--- config.mk ---
export PLATFORM = sky130hd
export DESIGN_NAME = dpe
export DESIGN_NICKNAME = d
export VERILOG_FILES = /design/src/design/dpe_pkg.sv /design/src/design/dpe_if.sv /design/src/design/dpe.sv /design/src/design/dpe_router.sv /design/src/design/dpe_arbiter.sv /design/src/design/dpe_in_fifo.sv
export SDC_FILE = /design/constraint.sdc
export NUM_CORES = 2
export LEC_CHECK = 0
export BUFFER_PORTS_ARGS = -buffer_cell sky130_fd_sc_hd__buf_4
export CAP_MARGIN = 20
export CORE_MARGIN = 2
export CORE_UTILIZATION = 56
export DETAILED_ROUTE_END_ITERATION = 7
export PLACE_DENSITY = 0.83
export SLEW_MARGIN = 15
export SYNTH_ARGS = -nofsm -noshare
export SYNTH_HDL_FRONTEND = slang
export SYNTH_SLANG_ARGS = --single-unit
--- constraint.sdc ---
create_clock -name clk -period 4.2 [get_ports clk]
set_clock_uncertainty 0.1 [all_clocks]
set_input_delay 1.26 -clock clk [delete_from_list [all_inputs] [get_ports clk]]
set_output_delay 1.26 -clock clk [all_outputs]
set_load 0.05 [all_outputs]
--- src/design/dpe_pkg.sv ---
// Shared definitions for the data-plane engine
// Port numbers double as array indices in the arbiter and router
// FIFO_DEPTH must stay a power of two, the pointers wrap on their own width
`default_nettype none

package dpe_pkg;

//============================================================
// Ports and stream width
//============================================================
   localparam int NUM_PORTS = 3;                    // CPU plus two Ethernet ports
   localparam int DATA_W    = 32;                   // Stream word width

   typedef logic [1:0] port_id_t;                   // Packed port number

   localparam port_id_t PORT_CPU   = 2'd0;
   localparam port_id_t PORT_ETH_1 = 2'd1;
   localparam port_id_t PORT_ETH_2 = 2'd2;

//============================================================
// Input buffering
//============================================================
   localparam int FIFO_DEPTH = 16;                  // Words per input FIFO
   localparam int FIFO_AW    = $clog2(FIFO_DEPTH);  // Pointer width
   localparam int CNT_W      = FIFO_AW + 1;         // Count reaches FIFO_DEPTH

//============================================================
// Header decoding
//============================================================
   localparam logic [15:0] ETYPE_IPV4 = 16'h0800;

   // First word of a frame from an Ethernet port
   typedef struct packed {
      logic [15:0] ethertype;                       // Compared to ETYPE_IPV4
      logic [15:0] rest;
   } eth_hdr_t;

   // First word of a frame from the CPU
   typedef struct packed {
      logic [7:0]  out_port;                        // Target Ethernet port number
      logic [23:0] reserved;
   } cpu_hdr_t;

   typedef union packed {
      eth_hdr_t eth;                                // View for ETH sources
      cpu_hdr_t cpu;                                // View for CPU source
   } hdr_word_u;

endpackage

`default_nettype wire
--- src/design/dpe_if.sv ---
// Word stream between DPE blocks, valid/ready handshake
// Transfer on a rising edge with tvalid and tready both high
// Source keeps tdata, tlast and tvalid stable until the transfer
`timescale 1ns/1ps
`default_nettype none

interface dpe_if import dpe_pkg::*; ();

   logic [DATA_W-1:0] tdata;   // Payload word
   logic              tlast;   // Last word of frame
   logic              tvalid;  // Word offered
   logic              tready;  // Word taken

   modport src (
      output tdata, tlast, tvalid,
      input  tready
   );

   modport dst (
      input  tdata, tlast, tvalid,
      output tready
   );

endinterface

`default_nettype wire

--- src/design/dpe.sv ---
// Data-plane engine top, CPU port and two Ethernet ports
// Frames are whole 32-bit words and at least two words long
// Latency varies with arbitration, a frame ends with its tx tlast transfer
`timescale 1ns/1ps
`default_nettype none

module dpe import dpe_pkg::*; (
   input  logic              clk,
   input  logic              rst_n,
   input  logic              pause,          // Blocks new grants
   output logic              is_idle,        // No frame anywhere inside

   // CPU port
   input  logic [DATA_W-1:0] rx_cpu_tdata,
   input  logic              rx_cpu_tlast,
   input  logic              rx_cpu_tvalid,
   output logic              rx_cpu_tready,
   output logic [DATA_W-1:0] tx_cpu_tdata,
   output logic              tx_cpu_tlast,
   output logic              tx_cpu_tvalid,
   input  logic              tx_cpu_tready,

   // Ethernet 1
   input  logic [DATA_W-1:0] rx_eth_1_tdata,
   input  logic              rx_eth_1_tlast,
   input  logic              rx_eth_1_tvalid,
   output logic              rx_eth_1_tready,
   output logic [DATA_W-1:0] tx_eth_1_tdata,
   output logic              tx_eth_1_tlast,
   output logic              tx_eth_1_tvalid,
   input  logic              tx_eth_1_tready,

   // Ethernet 2
   input  logic [DATA_W-1:0] rx_eth_2_tdata,
   input  logic              rx_eth_2_tlast,
   input  logic              rx_eth_2_tvalid,
   output logic              rx_eth_2_tready,
   output logic [DATA_W-1:0] tx_eth_2_tdata,
   output logic              tx_eth_2_tlast,
   output logic              tx_eth_2_tvalid,
   input  logic              tx_eth_2_tready
);

   dpe_if fifo_q_cpu ();
   dpe_if fifo_q_eth_1 ();
   dpe_if fifo_q_eth_2 ();
   dpe_if merged ();

   logic [NUM_PORTS-1:0] fifo_empty;
   port_id_t             src_port;
   logic                 arb_busy;
   logic                 rtr_holding;
   logic [DATA_W-1:0]    tx_tdata  [NUM_PORTS];   // Router outputs by port number
   logic                 tx_tlast  [NUM_PORTS];
   logic                 tx_tvalid [NUM_PORTS];
   logic                 tx_tready [NUM_PORTS];

//============================================================
// Input buffers
//============================================================
   dpe_in_fifo u_fifo_cpu (
      .clk(clk), .rst_n(rst_n),
      .in_tdata(rx_cpu_tdata), .in_tlast(rx_cpu_tlast),
      .in_tvalid(rx_cpu_tvalid), .in_tready(rx_cpu_tready),
      .fifo_q(fifo_q_cpu), .empty(fifo_empty[PORT_CPU])
   );

   dpe_in_fifo u_fifo_eth_1 (
      .clk(clk), .rst_n(rst_n),
      .in_tdata(rx_eth_1_tdata), .in_tlast(rx_eth_1_tlast),
      .in_tvalid(rx_eth_1_tvalid), .in_tready(rx_eth_1_tready),
      .fifo_q(fifo_q_eth_1), .empty(fifo_empty[PORT_ETH_1])
   );

   dpe_in_fifo u_fifo_eth_2 (
      .clk(clk), .rst_n(rst_n),
      .in_tdata(rx_eth_2_tdata), .in_tlast(rx_eth_2_tlast),
      .in_tvalid(rx_eth_2_tvalid), .in_tready(rx_eth_2_tready),
      .fifo_q(fifo_q_eth_2), .empty(fifo_empty[PORT_ETH_2])
   );

//============================================================
// Arbiter and router
//============================================================
   dpe_arbiter u_arbiter (
      .clk(clk), .rst_n(rst_n), .pause(pause),
      .fifo_1(fifo_q_cpu), .fifo_2(fifo_q_eth_1), .fifo_3(fifo_q_eth_2),
      .merged(merged), .src_port(src_port), .busy(arb_busy)
   );

   dpe_router u_router (
      .clk(clk), .rst_n(rst_n),
      .merged(merged), .src_port(src_port),
      .out_tdata(tx_tdata), .out_tlast(tx_tlast),
      .out_tvalid(tx_tvalid), .out_tready(tx_tready),
      .holding(rtr_holding)
   );

   assign tx_tready[PORT_CPU]   = tx_cpu_tready;
   assign tx_tready[PORT_ETH_1] = tx_eth_1_tready;
   assign tx_tready[PORT_ETH_2] = tx_eth_2_tready;

   assign tx_cpu_tdata    = tx_tdata[PORT_CPU];
   assign tx_cpu_tlast    = tx_tlast[PORT_CPU];
   assign tx_cpu_tvalid   = tx_tvalid[PORT_CPU];
   assign tx_eth_1_tdata  = tx_tdata[PORT_ETH_1];
   assign tx_eth_1_tlast  = tx_tlast[PORT_ETH_1];
   assign tx_eth_1_tvalid = tx_tvalid[PORT_ETH_1];
   assign tx_eth_2_tdata  = tx_tdata[PORT_ETH_2];
   assign tx_eth_2_tlast  = tx_tlast[PORT_ETH_2];
   assign tx_eth_2_tvalid = tx_tvalid[PORT_ETH_2];

   assign is_idle = !arb_busy && !rtr_holding && (&fifo_empty);  // Nothing buffered or moving

endmodule

`default_nettype wire

--- src/design/dpe_router.sv ---
// Header decode and output steering for the merged stream
// Destination is fixed by the first word and held for the whole frame
// One-word output register, so every output sees one cycle of latency
// Dropped frames drain at one word per cycle and reach no output
`timescale 1ns/1ps
`default_nettype none

module dpe_router import dpe_pkg::*; (
   input  logic              clk,
   input  logic              rst_n,
   dpe_if.dst                merged,
   input  port_id_t          src_port,
   output logic [DATA_W-1:0] out_tdata  [NUM_PORTS],
   output logic              out_tlast  [NUM_PORTS],
   output logic              out_tvalid [NUM_PORTS],
   input  logic              out_tready [NUM_PORTS],
   output logic              holding
);

   hdr_word_u         hdr;          // First word seen two ways
   port_id_t          dest_c;       // Decoded from current word
   logic              drop_c;
   port_id_t          dest_q;       // Latched for the frame
   logic              drop_q;
   port_id_t          cur_dest;
   logic              cur_drop;
   logic              in_frame_q;   // Past the first word
   logic              out_valid_q;
   logic [DATA_W-1:0] out_data_q;
   logic              out_last_q;
   port_id_t          out_dest_q;
   logic              out_free;     // Output register can take a word
   logic              xfer;
   logic              accept;

//============================================================
// Header decode
//============================================================
   assign hdr = merged.tdata;

   always_comb begin
      dest_c = PORT_CPU;                          // Non-IPv4 Ethernet goes to CPU
      drop_c = 1'b0;
      if (src_port == PORT_ETH_1 || src_port == PORT_ETH_2) begin
         if (hdr.eth.ethertype == ETYPE_IPV4)
            dest_c = (src_port == PORT_ETH_1) ? PORT_ETH_2 : PORT_ETH_1;  // Bridge
      end else begin
         if (hdr.cpu.out_port == 8'(PORT_ETH_1))
            dest_c = PORT_ETH_1;
         else if (hdr.cpu.out_port == 8'(PORT_ETH_2))
            dest_c = PORT_ETH_2;
         else
            drop_c = 1'b1;                        // No such Ethernet port
      end
   end

   assign cur_dest = in_frame_q ? dest_q : dest_c;
   assign cur_drop = in_frame_q ? drop_q : drop_c;

//============================================================
// Handshake and frame tracking
//============================================================
   assign out_free     = !out_valid_q || out_tready[out_dest_q];
   assign merged.tready = cur_drop || out_free;   // Drops never stall
   assign xfer         = merged.tvalid && merged.tready;
   assign accept       = xfer && !cur_drop;

   always_ff @(posedge clk or negedge rst_n) begin
      if (!rst_n) begin
         in_frame_q <= 1'b0;
         dest_q     <= PORT_CPU;
         drop_q     <= 1'b0;
      end else if (xfer) begin
         if (!in_frame_q) begin
            dest_q <= dest_c;                     // Latch on first word
            drop_q <= drop_c;
         end
         in_frame_q <= !merged.tlast;
      end
   end

//============================================================
// Output register
//============================================================
   always_ff @(posedge clk or negedge rst_n) begin
      if (!rst_n) begin
         out_valid_q <= 1'b0;
         out_dest_q  <= PORT_CPU;
      end else if (accept) begin
         out_valid_q <= 1'b1;
         out_dest_q  <= cur_dest;
      end else if (out_valid_q && out_tready[out_dest_q]) begin
         out_valid_q <= 1'b0;                     // Drained, nothing new
      end
   end

   always_ff @(posedge clk) begin
      if (accept) begin
         out_data_q <= merged.tdata;
         out_last_q <= merged.tlast;
      end
   end

   always_comb begin
      for (int p = 0; p < NUM_PORTS; p++) begin
         out_tvalid[p] = out_valid_q && (out_dest_q == port_id_t'(p));  // Chosen port only
         out_tdata[p]  = out_data_q;
         out_tlast[p]  = out_last_q;
      end
   end

   assign holding = in_frame_q || out_valid_q;

endmodule

`default_nettype wire

--- src/design/dpe_arbiter.sv ---
// Frame-level round-robin arbiter over the three input FIFOs
// Grant is taken from the idle state only, so frames never interleave
// pause blocks new grants and never cuts a frame in flight
`timescale 1ns/1ps
`default_nettype none

module dpe_arbiter import dpe_pkg::*; (
   input  logic     clk,
   input  logic     rst_n,
   input  logic     pause,
   dpe_if.dst       fifo_1,    // CPU
   dpe_if.dst       fifo_2,    // ETH_1
   dpe_if.dst       fifo_3,    // ETH_2
   dpe_if.src       merged,
   output port_id_t src_port,
   output logic     busy
);

   logic [NUM_PORTS-1:0] in_valid;
   logic [DATA_W-1:0]    in_data [NUM_PORTS];
   logic [NUM_PORTS-1:0] in_last;
   logic [NUM_PORTS-1:0] take;       // tready back to each FIFO
   port_id_t             grant_q;    // Port owning merged
   port_id_t             last_q;     // Last port served
   port_id_t             next_port;  // Round-robin winner
   logic                 found;      // Any input waiting
   logic                 busy_q;
   int unsigned          idx;

//============================================================
// Gather inputs by port number
//============================================================
   assign in_valid[PORT_CPU]   = fifo_1.tvalid;
   assign in_valid[PORT_ETH_1] = fifo_2.tvalid;
   assign in_valid[PORT_ETH_2] = fifo_3.tvalid;
   assign in_data[PORT_CPU]    = fifo_1.tdata;
   assign in_data[PORT_ETH_1]  = fifo_2.tdata;
   assign in_data[PORT_ETH_2]  = fifo_3.tdata;
   assign in_last[PORT_CPU]    = fifo_1.tlast;
   assign in_last[PORT_ETH_1]  = fifo_2.tlast;
   assign in_last[PORT_ETH_2]  = fifo_3.tlast;

   // Search downward so the nearest port after last_q is kept
   always_comb begin
      next_port = last_q;
      found     = 1'b0;
      idx       = 0;
      for (int k = NUM_PORTS; k > 0; k--) begin
         idx = (int'(last_q) + k) % NUM_PORTS;
         if (in_valid[idx]) begin
            next_port = port_id_t'(idx);
            found     = 1'b1;
         end
      end
   end

//============================================================
// Grant state
//============================================================
   always_ff @(posedge clk or negedge rst_n) begin
      if (!rst_n) begin
         busy_q  <= 1'b0;
         grant_q <= PORT_CPU;
         last_q  <= PORT_ETH_2;                   // CPU searched first
      end else if (!busy_q) begin
         if (found && !pause) begin
            busy_q  <= 1'b1;
            grant_q <= next_port;
         end
      end else if (merged.tvalid && merged.tready && merged.tlast) begin
         busy_q <= 1'b0;                          // Frame done, back to idle
         last_q <= grant_q;
      end
   end

//============================================================
// Merged stream, pass-through of the granted FIFO
//============================================================
   assign merged.tvalid = busy_q && in_valid[grant_q];
   assign merged.tdata  = in_data[grant_q];
   assign merged.tlast  = in_last[grant_q];

   always_comb begin
      take          = '0;
      take[grant_q] = busy_q && merged.tready;
   end

   assign fifo_1.tready = take[PORT_CPU];
   assign fifo_2.tready = take[PORT_ETH_1];
   assign fifo_3.tready = take[PORT_ETH_2];

   assign src_port = grant_q;
   assign busy     = busy_q;

endmodule

`default_nettype wire

--- src/design/dpe_in_fifo.sv ---
// Input frame buffer, one per port
// Word written at an edge is visible on fifo_q from the next cycle
// No write bypass when full, in_tready drops for the whole full state
`timescale 1ns/1ps
`default_nettype none

module dpe_in_fifo import dpe_pkg::*; (
   input  logic              clk,
   input  logic              rst_n,
   input  logic [DATA_W-1:0] in_tdata,
   input  logic              in_tlast,
   input  logic              in_tvalid,
   output logic              in_tready,
   dpe_if.src                fifo_q,
   output logic              empty
);

   logic [DATA_W:0]    mem [FIFO_DEPTH];  // tlast kept in the top bit
   logic [FIFO_AW-1:0] wr_ptr;
   logic [FIFO_AW-1:0] rd_ptr;
   logic [CNT_W-1:0]   count;             // Words held
   logic               wr_en;
   logic               rd_en;

//============================================================
// Handshakes
//============================================================
   assign in_tready = (count != CNT_W'(FIFO_DEPTH));   // Low only when full
   assign empty     = (count == '0);
   assign wr_en     = in_tvalid && in_tready;
   assign rd_en     = fifo_q.tvalid && fifo_q.tready;

   assign fifo_q.tvalid = !empty;
   assign {fifo_q.tlast, fifo_q.tdata} = mem[rd_ptr];  // Head word, async read

//============================================================
// Storage and pointers
//============================================================
   always_ff @(posedge clk) begin
      if (wr_en)
         mem[wr_ptr] <= {in_tlast, in_tdata};
   end

   always_ff @(posedge clk or negedge rst_n) begin
      if (!rst_n) begin
         wr_ptr <= '0;
         rd_ptr <= '0;
         count  <= '0;
      end else begin
         if (wr_en)
            wr_ptr <= wr_ptr + 1'b1;                   // Wraps at FIFO_DEPTH
         if (rd_en)
            rd_ptr <= rd_ptr + 1'b1;
         case ({wr_en, rd_en})
            2'b10:   count <= count + 1'b1;            // Write only
            2'b01:   count <= count - 1'b1;            // Read only
            default: count <= count;                   // Both or neither
         endcase
      end
   end

endmodule

`default_nettype wire

-- After elaboration in Yosys (flattened, before gate mapping)
Memory sizes are Yosys's and may differ from the RTL's.
Cells that the tools add are included.
- logic and storage cells: 158
- output and inout bits: 106
- bits in writable memories: 1584
- input bits: 108
- memories: 3
- flip-flop bits (word level): 84
- ROM bits: 0
- bits in latches: 0
- shift-type cells: 0
- reductions and logical operators: 43
- order comparisons: 7
- equality and inequality tests: 16
- div/mod/pow operators: 3
- muxes and demuxes: 48
- bitwise operators: 4
- multiply operators: 0
- $add $sub $neg: 15
- memory list (memory ; words ; width ; read ports ; clocked after Yosys merged registers in ; wr ports ; line ; source):
    u_fifo_cpu.mem ; 16 ; 33 ; 1 ; 0 ; 1 ; dpe_in_fifo.sv:18 ; logic [DATA_W:0] mem [FIFO_DEPTH];
    u_fifo_eth_1.mem ; 16 ; 33 ; 1 ; 0 ; 1 ; dpe_in_fifo.sv:18 ;
    u_fifo_eth_2.mem ; 16 ; 33 ; 1 ; 0 ; 1 ; dpe_in_fifo.sv:18 ;
- operators by type and width (operator ; count):
    32-bit by 3-bit less-than comparator with 1-bit output (second input constant) ; 3
    32-bit by 3-bit remainder unit with 32-bit output (second input constant) ; 3
    32-bit binary-select mux with 2-bit select ; 1
    32-bit two-way mux ; 2
    5-bit case mux with 2 select lines ; 3
    1-bit two-way mux ; 26
    4-bit by 1-bit adder with 4-bit output (second input constant) ; 6
    1-bit logical AND ; 19
    2-bit two-way mux ; 9
    16-bit by 12-bit equality test with 1-bit output (second input constant) ; 1
    5-bit by 1-bit adder with 5-bit output (second input constant) ; 3
    5-bit logical NOT ; 3
    5-bit inequality test (second input constant) ; 3
    5-bit by 1-bit subtractor with 5-bit output (second input constant) ; 3
    1-bit binary-select mux with 2-bit select ; 6
    2-bit by 1-bit equality test with 1-bit output (second input constant) ; 5
    2-bit equality test (second input constant) ; 5
    1-bit logical NOT ; 9
    8-bit by 1-bit equality test with 1-bit output (second input constant) ; 1
    8-bit by 2-bit equality test with 1-bit output (second input constant) ; 1
    2-bit nonzero test ; 4
    2-bit by 2-bit adder with 3-bit output (second input constant) ; 2
    3-bit >= comparator (second input constant) ; 2
    2-bit NOT with 3-bit output ; 2
    10 further kinds ; 14

-- Depth between registers and ports, before layout
- depth in word-level cells: 15
- mapped depth: 21

-- Cells and area by module
Synthesis repeated with hierarchy kept, for this count alone.
- cell total of the unflattened synthesis: 3457
- area total of the unflattened synthesis: 67487.2 um2
- modules (own cells, without submodules) (module ; area each (um2) ; instances ; seq. area each (um2) ; cells each):
    dpe_in_fifo ; 21410.5 ; 3 ; 16180.5 ; 1042
    dpe_router ; 2059.5 ; 1 ; 1166.1 ; 160
    dpe_arbiter ; 1183.6 ; 1 ; 126.4 ; 169
    dpe ; 12.5 ; 1 ; 0.0 ; 2

-- Worst setup path before layout
Ideal clock, no wire load.
- kind: input to register
- start: input rx_cpu_tvalid
- end: memory u_fifo_cpu.mem[3][0] in the netlist's numbering, enable pin
- arrival: 4.078 ns
- buffers on the path: 1
- required time: 3.636 ns
- library setup time: 0.464 ns
- stages on the path: 4
- setup slack: -0.442 ns
- cells stage by stage: and2_1 > clkbuf_1 > nand2_1 > nor3_1
- word-level cells in the longest chain between the ends: 3
- ends and longest elaborated chain (item ; line ; source):
    start, declared ; dpe.sv:16 ; input logic rx_cpu_tvalid,
    1-bit logical AND ; dpe_in_fifo.sv:30 ; assign wr_en = in_tvalid && in_tready;
    1-bit two-way mux ; dpe_in_fifo.sv:40 ; if (wr_en)
    1-bit two-way mux (not written as such) ; dpe_in_fifo.sv:41 ; mem[wr_ptr] <= {in_tlast, in_tdata};
    end, declared ; dpe_in_fifo.sv:18 ;
Every way passes these cells.

-- Worst setup path after layout
- start: register u_fifo_cpu.rd_ptr[0]
- end: register u_fifo_cpu.count[4]
- word-level cells in the longest chain between the ends: 15
- elaborated cells on any way between the ends: 18
- those cells by class: 4 x eq/ne; 8 x mux; 1 x bitwise; 4 x reduce/logical; 1 x memory
- ends and longest elaborated chain (item ; line ; source):
    start, declared ; dpe_in_fifo.sv:20 ; logic [FIFO_AW-1:0] rd_ptr;
    start signal, assigned ; dpe_in_fifo.sv:53 ; rd_ptr <= rd_ptr + 1'b1;
    memory read 16 x 33 bit * ; n/a ;
    32-bit binary-select mux with 2-bit select * ; dpe_arbiter.sv:80 ; assign merged.tdata = in_data[grant_q];
    32-bit two-way mux (not written as such) * (2 in a row) ; dpe_arbiter.sv:80 ;
    8-bit by 2-bit equality test with 1-bit output ; dpe_router.sv:50 ; else if (hdr.cpu.out_port == 8'(PORT_ETH_2))
    1-bit two-way mux ; dpe_router.sv:50 ;
    1-bit two-way mux * ; dpe_router.sv:48 ; if (hdr.cpu.out_port == 8'(PORT_ETH_1))
    1-bit two-way mux * ; dpe_router.sv:44 ; if (src_port == PORT_ETH_1 || src_port == PORT_ETH_2) begin
    1-bit two-way mux * ; n/a ;
    1-bit logical OR * ; dpe_router.sv:64 ; assign merged.tready = cur_drop || out_free;
    1-bit logical AND * ; dpe_arbiter.sv:85 ; take[grant_q] = busy_q && merged.tready;
    3-bit bitwise AND (no line) * ; n/a ;
    1-bit logical AND * ; dpe_in_fifo.sv:31 ; assign rd_en = fifo_q.tvalid && fifo_q.tready;
    net u_fifo_cpu.rd_en ; dpe_in_fifo.sv:23 ; logic rd_en;
    2-bit by 1-bit equality test with 1-bit output / 2-bit equality test (equally long branches) ; dpe_in_fifo.sv:54 ; case ({wr_en, rd_en})
    5-bit case mux with 2 select lines / 2-bit nonzero test (equally long branches) ; n/a ;
    end signal, assigned ; dpe_in_fifo.sv:55 ; 2'b10: count <= count + 1'b1;
    end signal, assigned ; dpe_in_fifo.sv:56 ; 2'b01: count <= count - 1'b1;
    end signal, assigned ; dpe_in_fifo.sv:57 ; default: count <= count;
    end, declared ; dpe_in_fifo.sv:21 ; logic [CNT_W-1:0] count;
Mark *: on every way through the listed nets, which the timed path passes. The rest lies on a longest branch. The select of a mux whose other input is x is not followed.
A chain may end at the register's enable or synchronous reset.

==> flow_summary.yaml <==
detailed_routing:
  viasPerCell: 6.76
  wl_mm: 174
  drtPass1Iterations: 6
  dr_total_vias: 34300
  wl_per_cell_um: 34.3
  antenna_left: 0
  drc: 0
  initialDrtViolationCount: 5252
finish:
  final_cell_area_mm2: 0.0756
  fill_cells: 7031
  multi_input_area_mm2: 0.0149
  final_util: 0.652
  regArea_mm2: 0.0499
  fin_nets: 3561
  drive_gt1_frac: 0.331
  mostFrequentLayoutCell: "edfxtp_1"
  area_growth_pct: 15.5
  layout_common_cells: "edfxtp_1, buf_4, mux4_2, clkbuf_16, mux2i_1"
synthesis:
  synth_edf_count: 1617
  syn_avg_cell_area_um2: 21.7
  yosysUniqueCellTypes: 77
  yosys_register_bits: 1668
  async_flop_share: 0.0306
  synthCells: 3024
  synth_ff_type: "edfxtp_1"
  synth_fp_nets: 3169
  yosysSeqAreaShare: 0.761
  syn_area_mm2: 0.0655
  ys_warn_count: 0
die:
  std_cell_rows: 125
  fp.dieW_um: 346
  die_y_um: 346
  core_mm2: 0.116
  ioPinCount: 214
  initial_core_util: 0.565
  dieArea_mm2: 0.120
power_and_ir_drop:
  vdd_drop_max_v: 0.000509
  power_density_mw_per_mm2: 741
  p_leak_nw: 25.1
  total_power_mw: 56.1
sta:
  max_freq_ghz: 0.227
  final_max_slew_viol_count: 0
  fin_ws_ns: -0.200
  setup_viol: 7
  hold_viol: 0
  max-slew-margin-rel: 0.400
  worstMarginPinSlew_ns: 0.900
  period_needed_ns: 4.40
  min_period_over_period: 1.05
  worst_hold_slack_ns: 0.387
  rsz0062_at_grt: "true"
grt:
  gr-usage-all-layers: 0.286
  overflow: 0
  grt_pass1_wl_mm: 244
  grt_pass1_vias: 34600
  antenna_found_initial: 16
  grt_max_degree: 65
place:
  portBuffers: 213
  placed_area_mm2: 0.0703
  routabilityCongestion: 0.914
  dpl.hpwl_mm: 96.1
  pre_cts_ws_ns: -0.270
min_path:
  hp-class: "flop to flop"
clock_tree:
  insertion_delay_ns: 0.77
  cts.sinks: 1668
  cts_max_level: 4
  clockRootBuffer: "clkbuf_16"
  cts_buffers: 159
  cts_hold_buf: 0
  cts_tree: "yes"
  path_clk_slew_ns: 0.07
  clockBufferDepth: 3
worst_setup_path:
  cp_max_fo: 4
  crit_path_end_kind: "flop"
  arrival_ns: 4.95
  crit_required_ns: 4.75
  reg2reg_slack_ns: -0.20
  critPathKind: "flop to flop"
  cp-start-kind: "flop"
flow_run:
  drv_cap: 0
outcome:
  outcome: "finished with violations"
  violations: "setup timing"
[metal layers]
metal	track usage	wire [um]
met1	0.360	58000
met4	0.128	7810
met3	0.0698	19800
met2	0.474	88000
met5	0	84
[power by group]
part           total (mW)  switching [mW]  internal (mW)
Combinational        20.6            12.1           8.47
Clock                13.8            6.12           7.68
Sequential           21.7            1.21           20.5
Total                56.1            19.5           36.6
[sequential cells by signal, indices dropped and copies added, names as in the netlist]
signal,cells
u_fifo_cpu.mem,528
u_fifo_eth_1.mem,528
u_fifo_eth_2.mem,528
u_router.out_data_q,32
u_fifo_cpu.count,5
u_fifo_eth_1.count,5
u_fifo_eth_2.count,5
u_fifo_cpu.rd_ptr,4
u_fifo_cpu.wr_ptr,4
u_fifo_eth_1.rd_ptr,4
u_fifo_eth_1.wr_ptr,4
u_fifo_eth_2.rd_ptr,4
u_fifo_eth_2.wr_ptr,4
u_arbiter.last_q,2
u_arbiter.src_port,2
u_router.dest_q,2
u_router.out_dest_q,2
u_arbiter.busy,1
u_router.drop_q,1
u_router.in_frame_q,1
u_router.out_last_q,1
u_router.out_valid_q,1
[logic make-up after synthesis]
family          synth area share
flops                      0.761
mux                        0.166
simple gates              0.0199
buf+inv                   0.0214
compound gates            0.0205
fa+ha+maj                0.00741
xor+xnor                 0.00454
[synthesized netlist by cell type, types with 3 or more instances]
master        n  area share
a221o_1       4     0.00061
a21o_1        7     0.00080
mux2_2       10      0.0017
o21ai_1       4     0.00031
clkinv_1      3     0.00017
inv_1        38      0.0022
and2_1        9     0.00086
buf_6        10      0.0017
nand3_1      28      0.0021
clkbuf_1     56      0.0032
edfxtp_1   1617        0.74
ha_1         34      0.0065
a2bb2oi_1     4     0.00053
mux4_2      392        0.13
nor4_1        5     0.00048
a211oi_1      5     0.00057
a22oi_1      34      0.0039
xor2_1       13      0.0017
nor2b_1      23      0.0022
mux2_4        3     0.00069
o22ai_1      18      0.0017
and4_1        3     0.00040
nand2_1      72      0.0041
a22o_1        6     0.00080
mux4_1       10      0.0040
buf_2        50      0.0038
nor2_1       71      0.0041
a221oi_1     14      0.0019
buf_1        20      0.0011
nor3_1       18      0.0014
nand2b_1     16      0.0015
o21ai_0      20      0.0015
buf_4        75      0.0086
o41ai_1       3     0.00040
xnor2_1      21      0.0028
nand4_1       9     0.00086
mux2i_1     158       0.024
or2_2         4     0.00038
dfrtp_1      50       0.019
fa_1          3     0.00092
a21oi_1      38      0.0029
a21bo_2       4     0.00061
[critical path, cell delays in order, from the launching register on]
cell and delay, ns:
dfrtp_4 0.43, buf_6 0.14, buf_6 0.13, mux4_1 0.65, mux2_2 0.33, a221oi_2 0.22
buf_4 0.15, a2111o_1 0.15, and4bb_2 0.30, nand4_4 0.15, buf_6 0.16, a21bo_4 0.22
ha_4 0.19, inv_4 0.07, fa_2 0.19, inv_1 0.04, a21o_1 0.16, a21oi_2 0.15
xnor2_1 0.13, nor2_1 0.07, xor2_1 0.16
[final cells by class]
cell class                      count  share of cell area
Clock inverter                     81             0.00958
Tap cell                         1524              0.0252
Clock buffer                      202              0.0557
Timing Repair Buffer              444              0.0505
Antenna cell                       10            0.000331
Multi-Input combinational cell   1101               0.197
Sequential cell                  1668               0.659
Inverter                           42             0.00212
[through the flow]
stage               setup TNS [ns]  std cells
global route                 -1.53       5071
detailed placement           -1.54       4763
CTS                        -0.0109       5057
global placement            -0.675       4763
floorplan                        0       3024
finish                      -0.757       5072
[final timing paths]
path,start,to,cells after the start
min in group asynchronous,rst_n,u_fifo_eth_2.wr_ptr[2]$_DFFE_PN0P_,1
hold reg to reg,u_fifo_eth_2.count[4]$_DFFE_PN0P_,u_fifo_eth_2.count[4]$_DFFE_PN0P_,1
hold / removal,u_fifo_eth_2.count[4]$_DFFE_PN0P_,u_fifo_eth_2.count[4]$_DFFE_PN0P_,1
setup reg to reg,u_fifo_cpu.rd_ptr[0]$_DFFE_PN0P_,u_fifo_cpu.count[4]$_DFFE_PN0P_,20
max in group asynchronous,rst_n,u_fifo_cpu.rd_ptr[0]$_DFFE_PN0P_,1
setup / recovery,u_fifo_cpu.rd_ptr[0]$_DFFE_PN0P_,u_fifo_cpu.count[4]$_DFFE_PN0P_,20
[repair_timing]
| action | CTS | global route |
|---|---|---|
| buffers inserted | 11 | 5 |
| endpoints found under the hold margin | 0 | 0 |
| pin swaps | 4 | 26 |
| endpoints found under the setup margin | 14 | 11 |
| gates resized for setup | 21 | 37 |
Note: power is estimated with default switching activity, not from simulation.
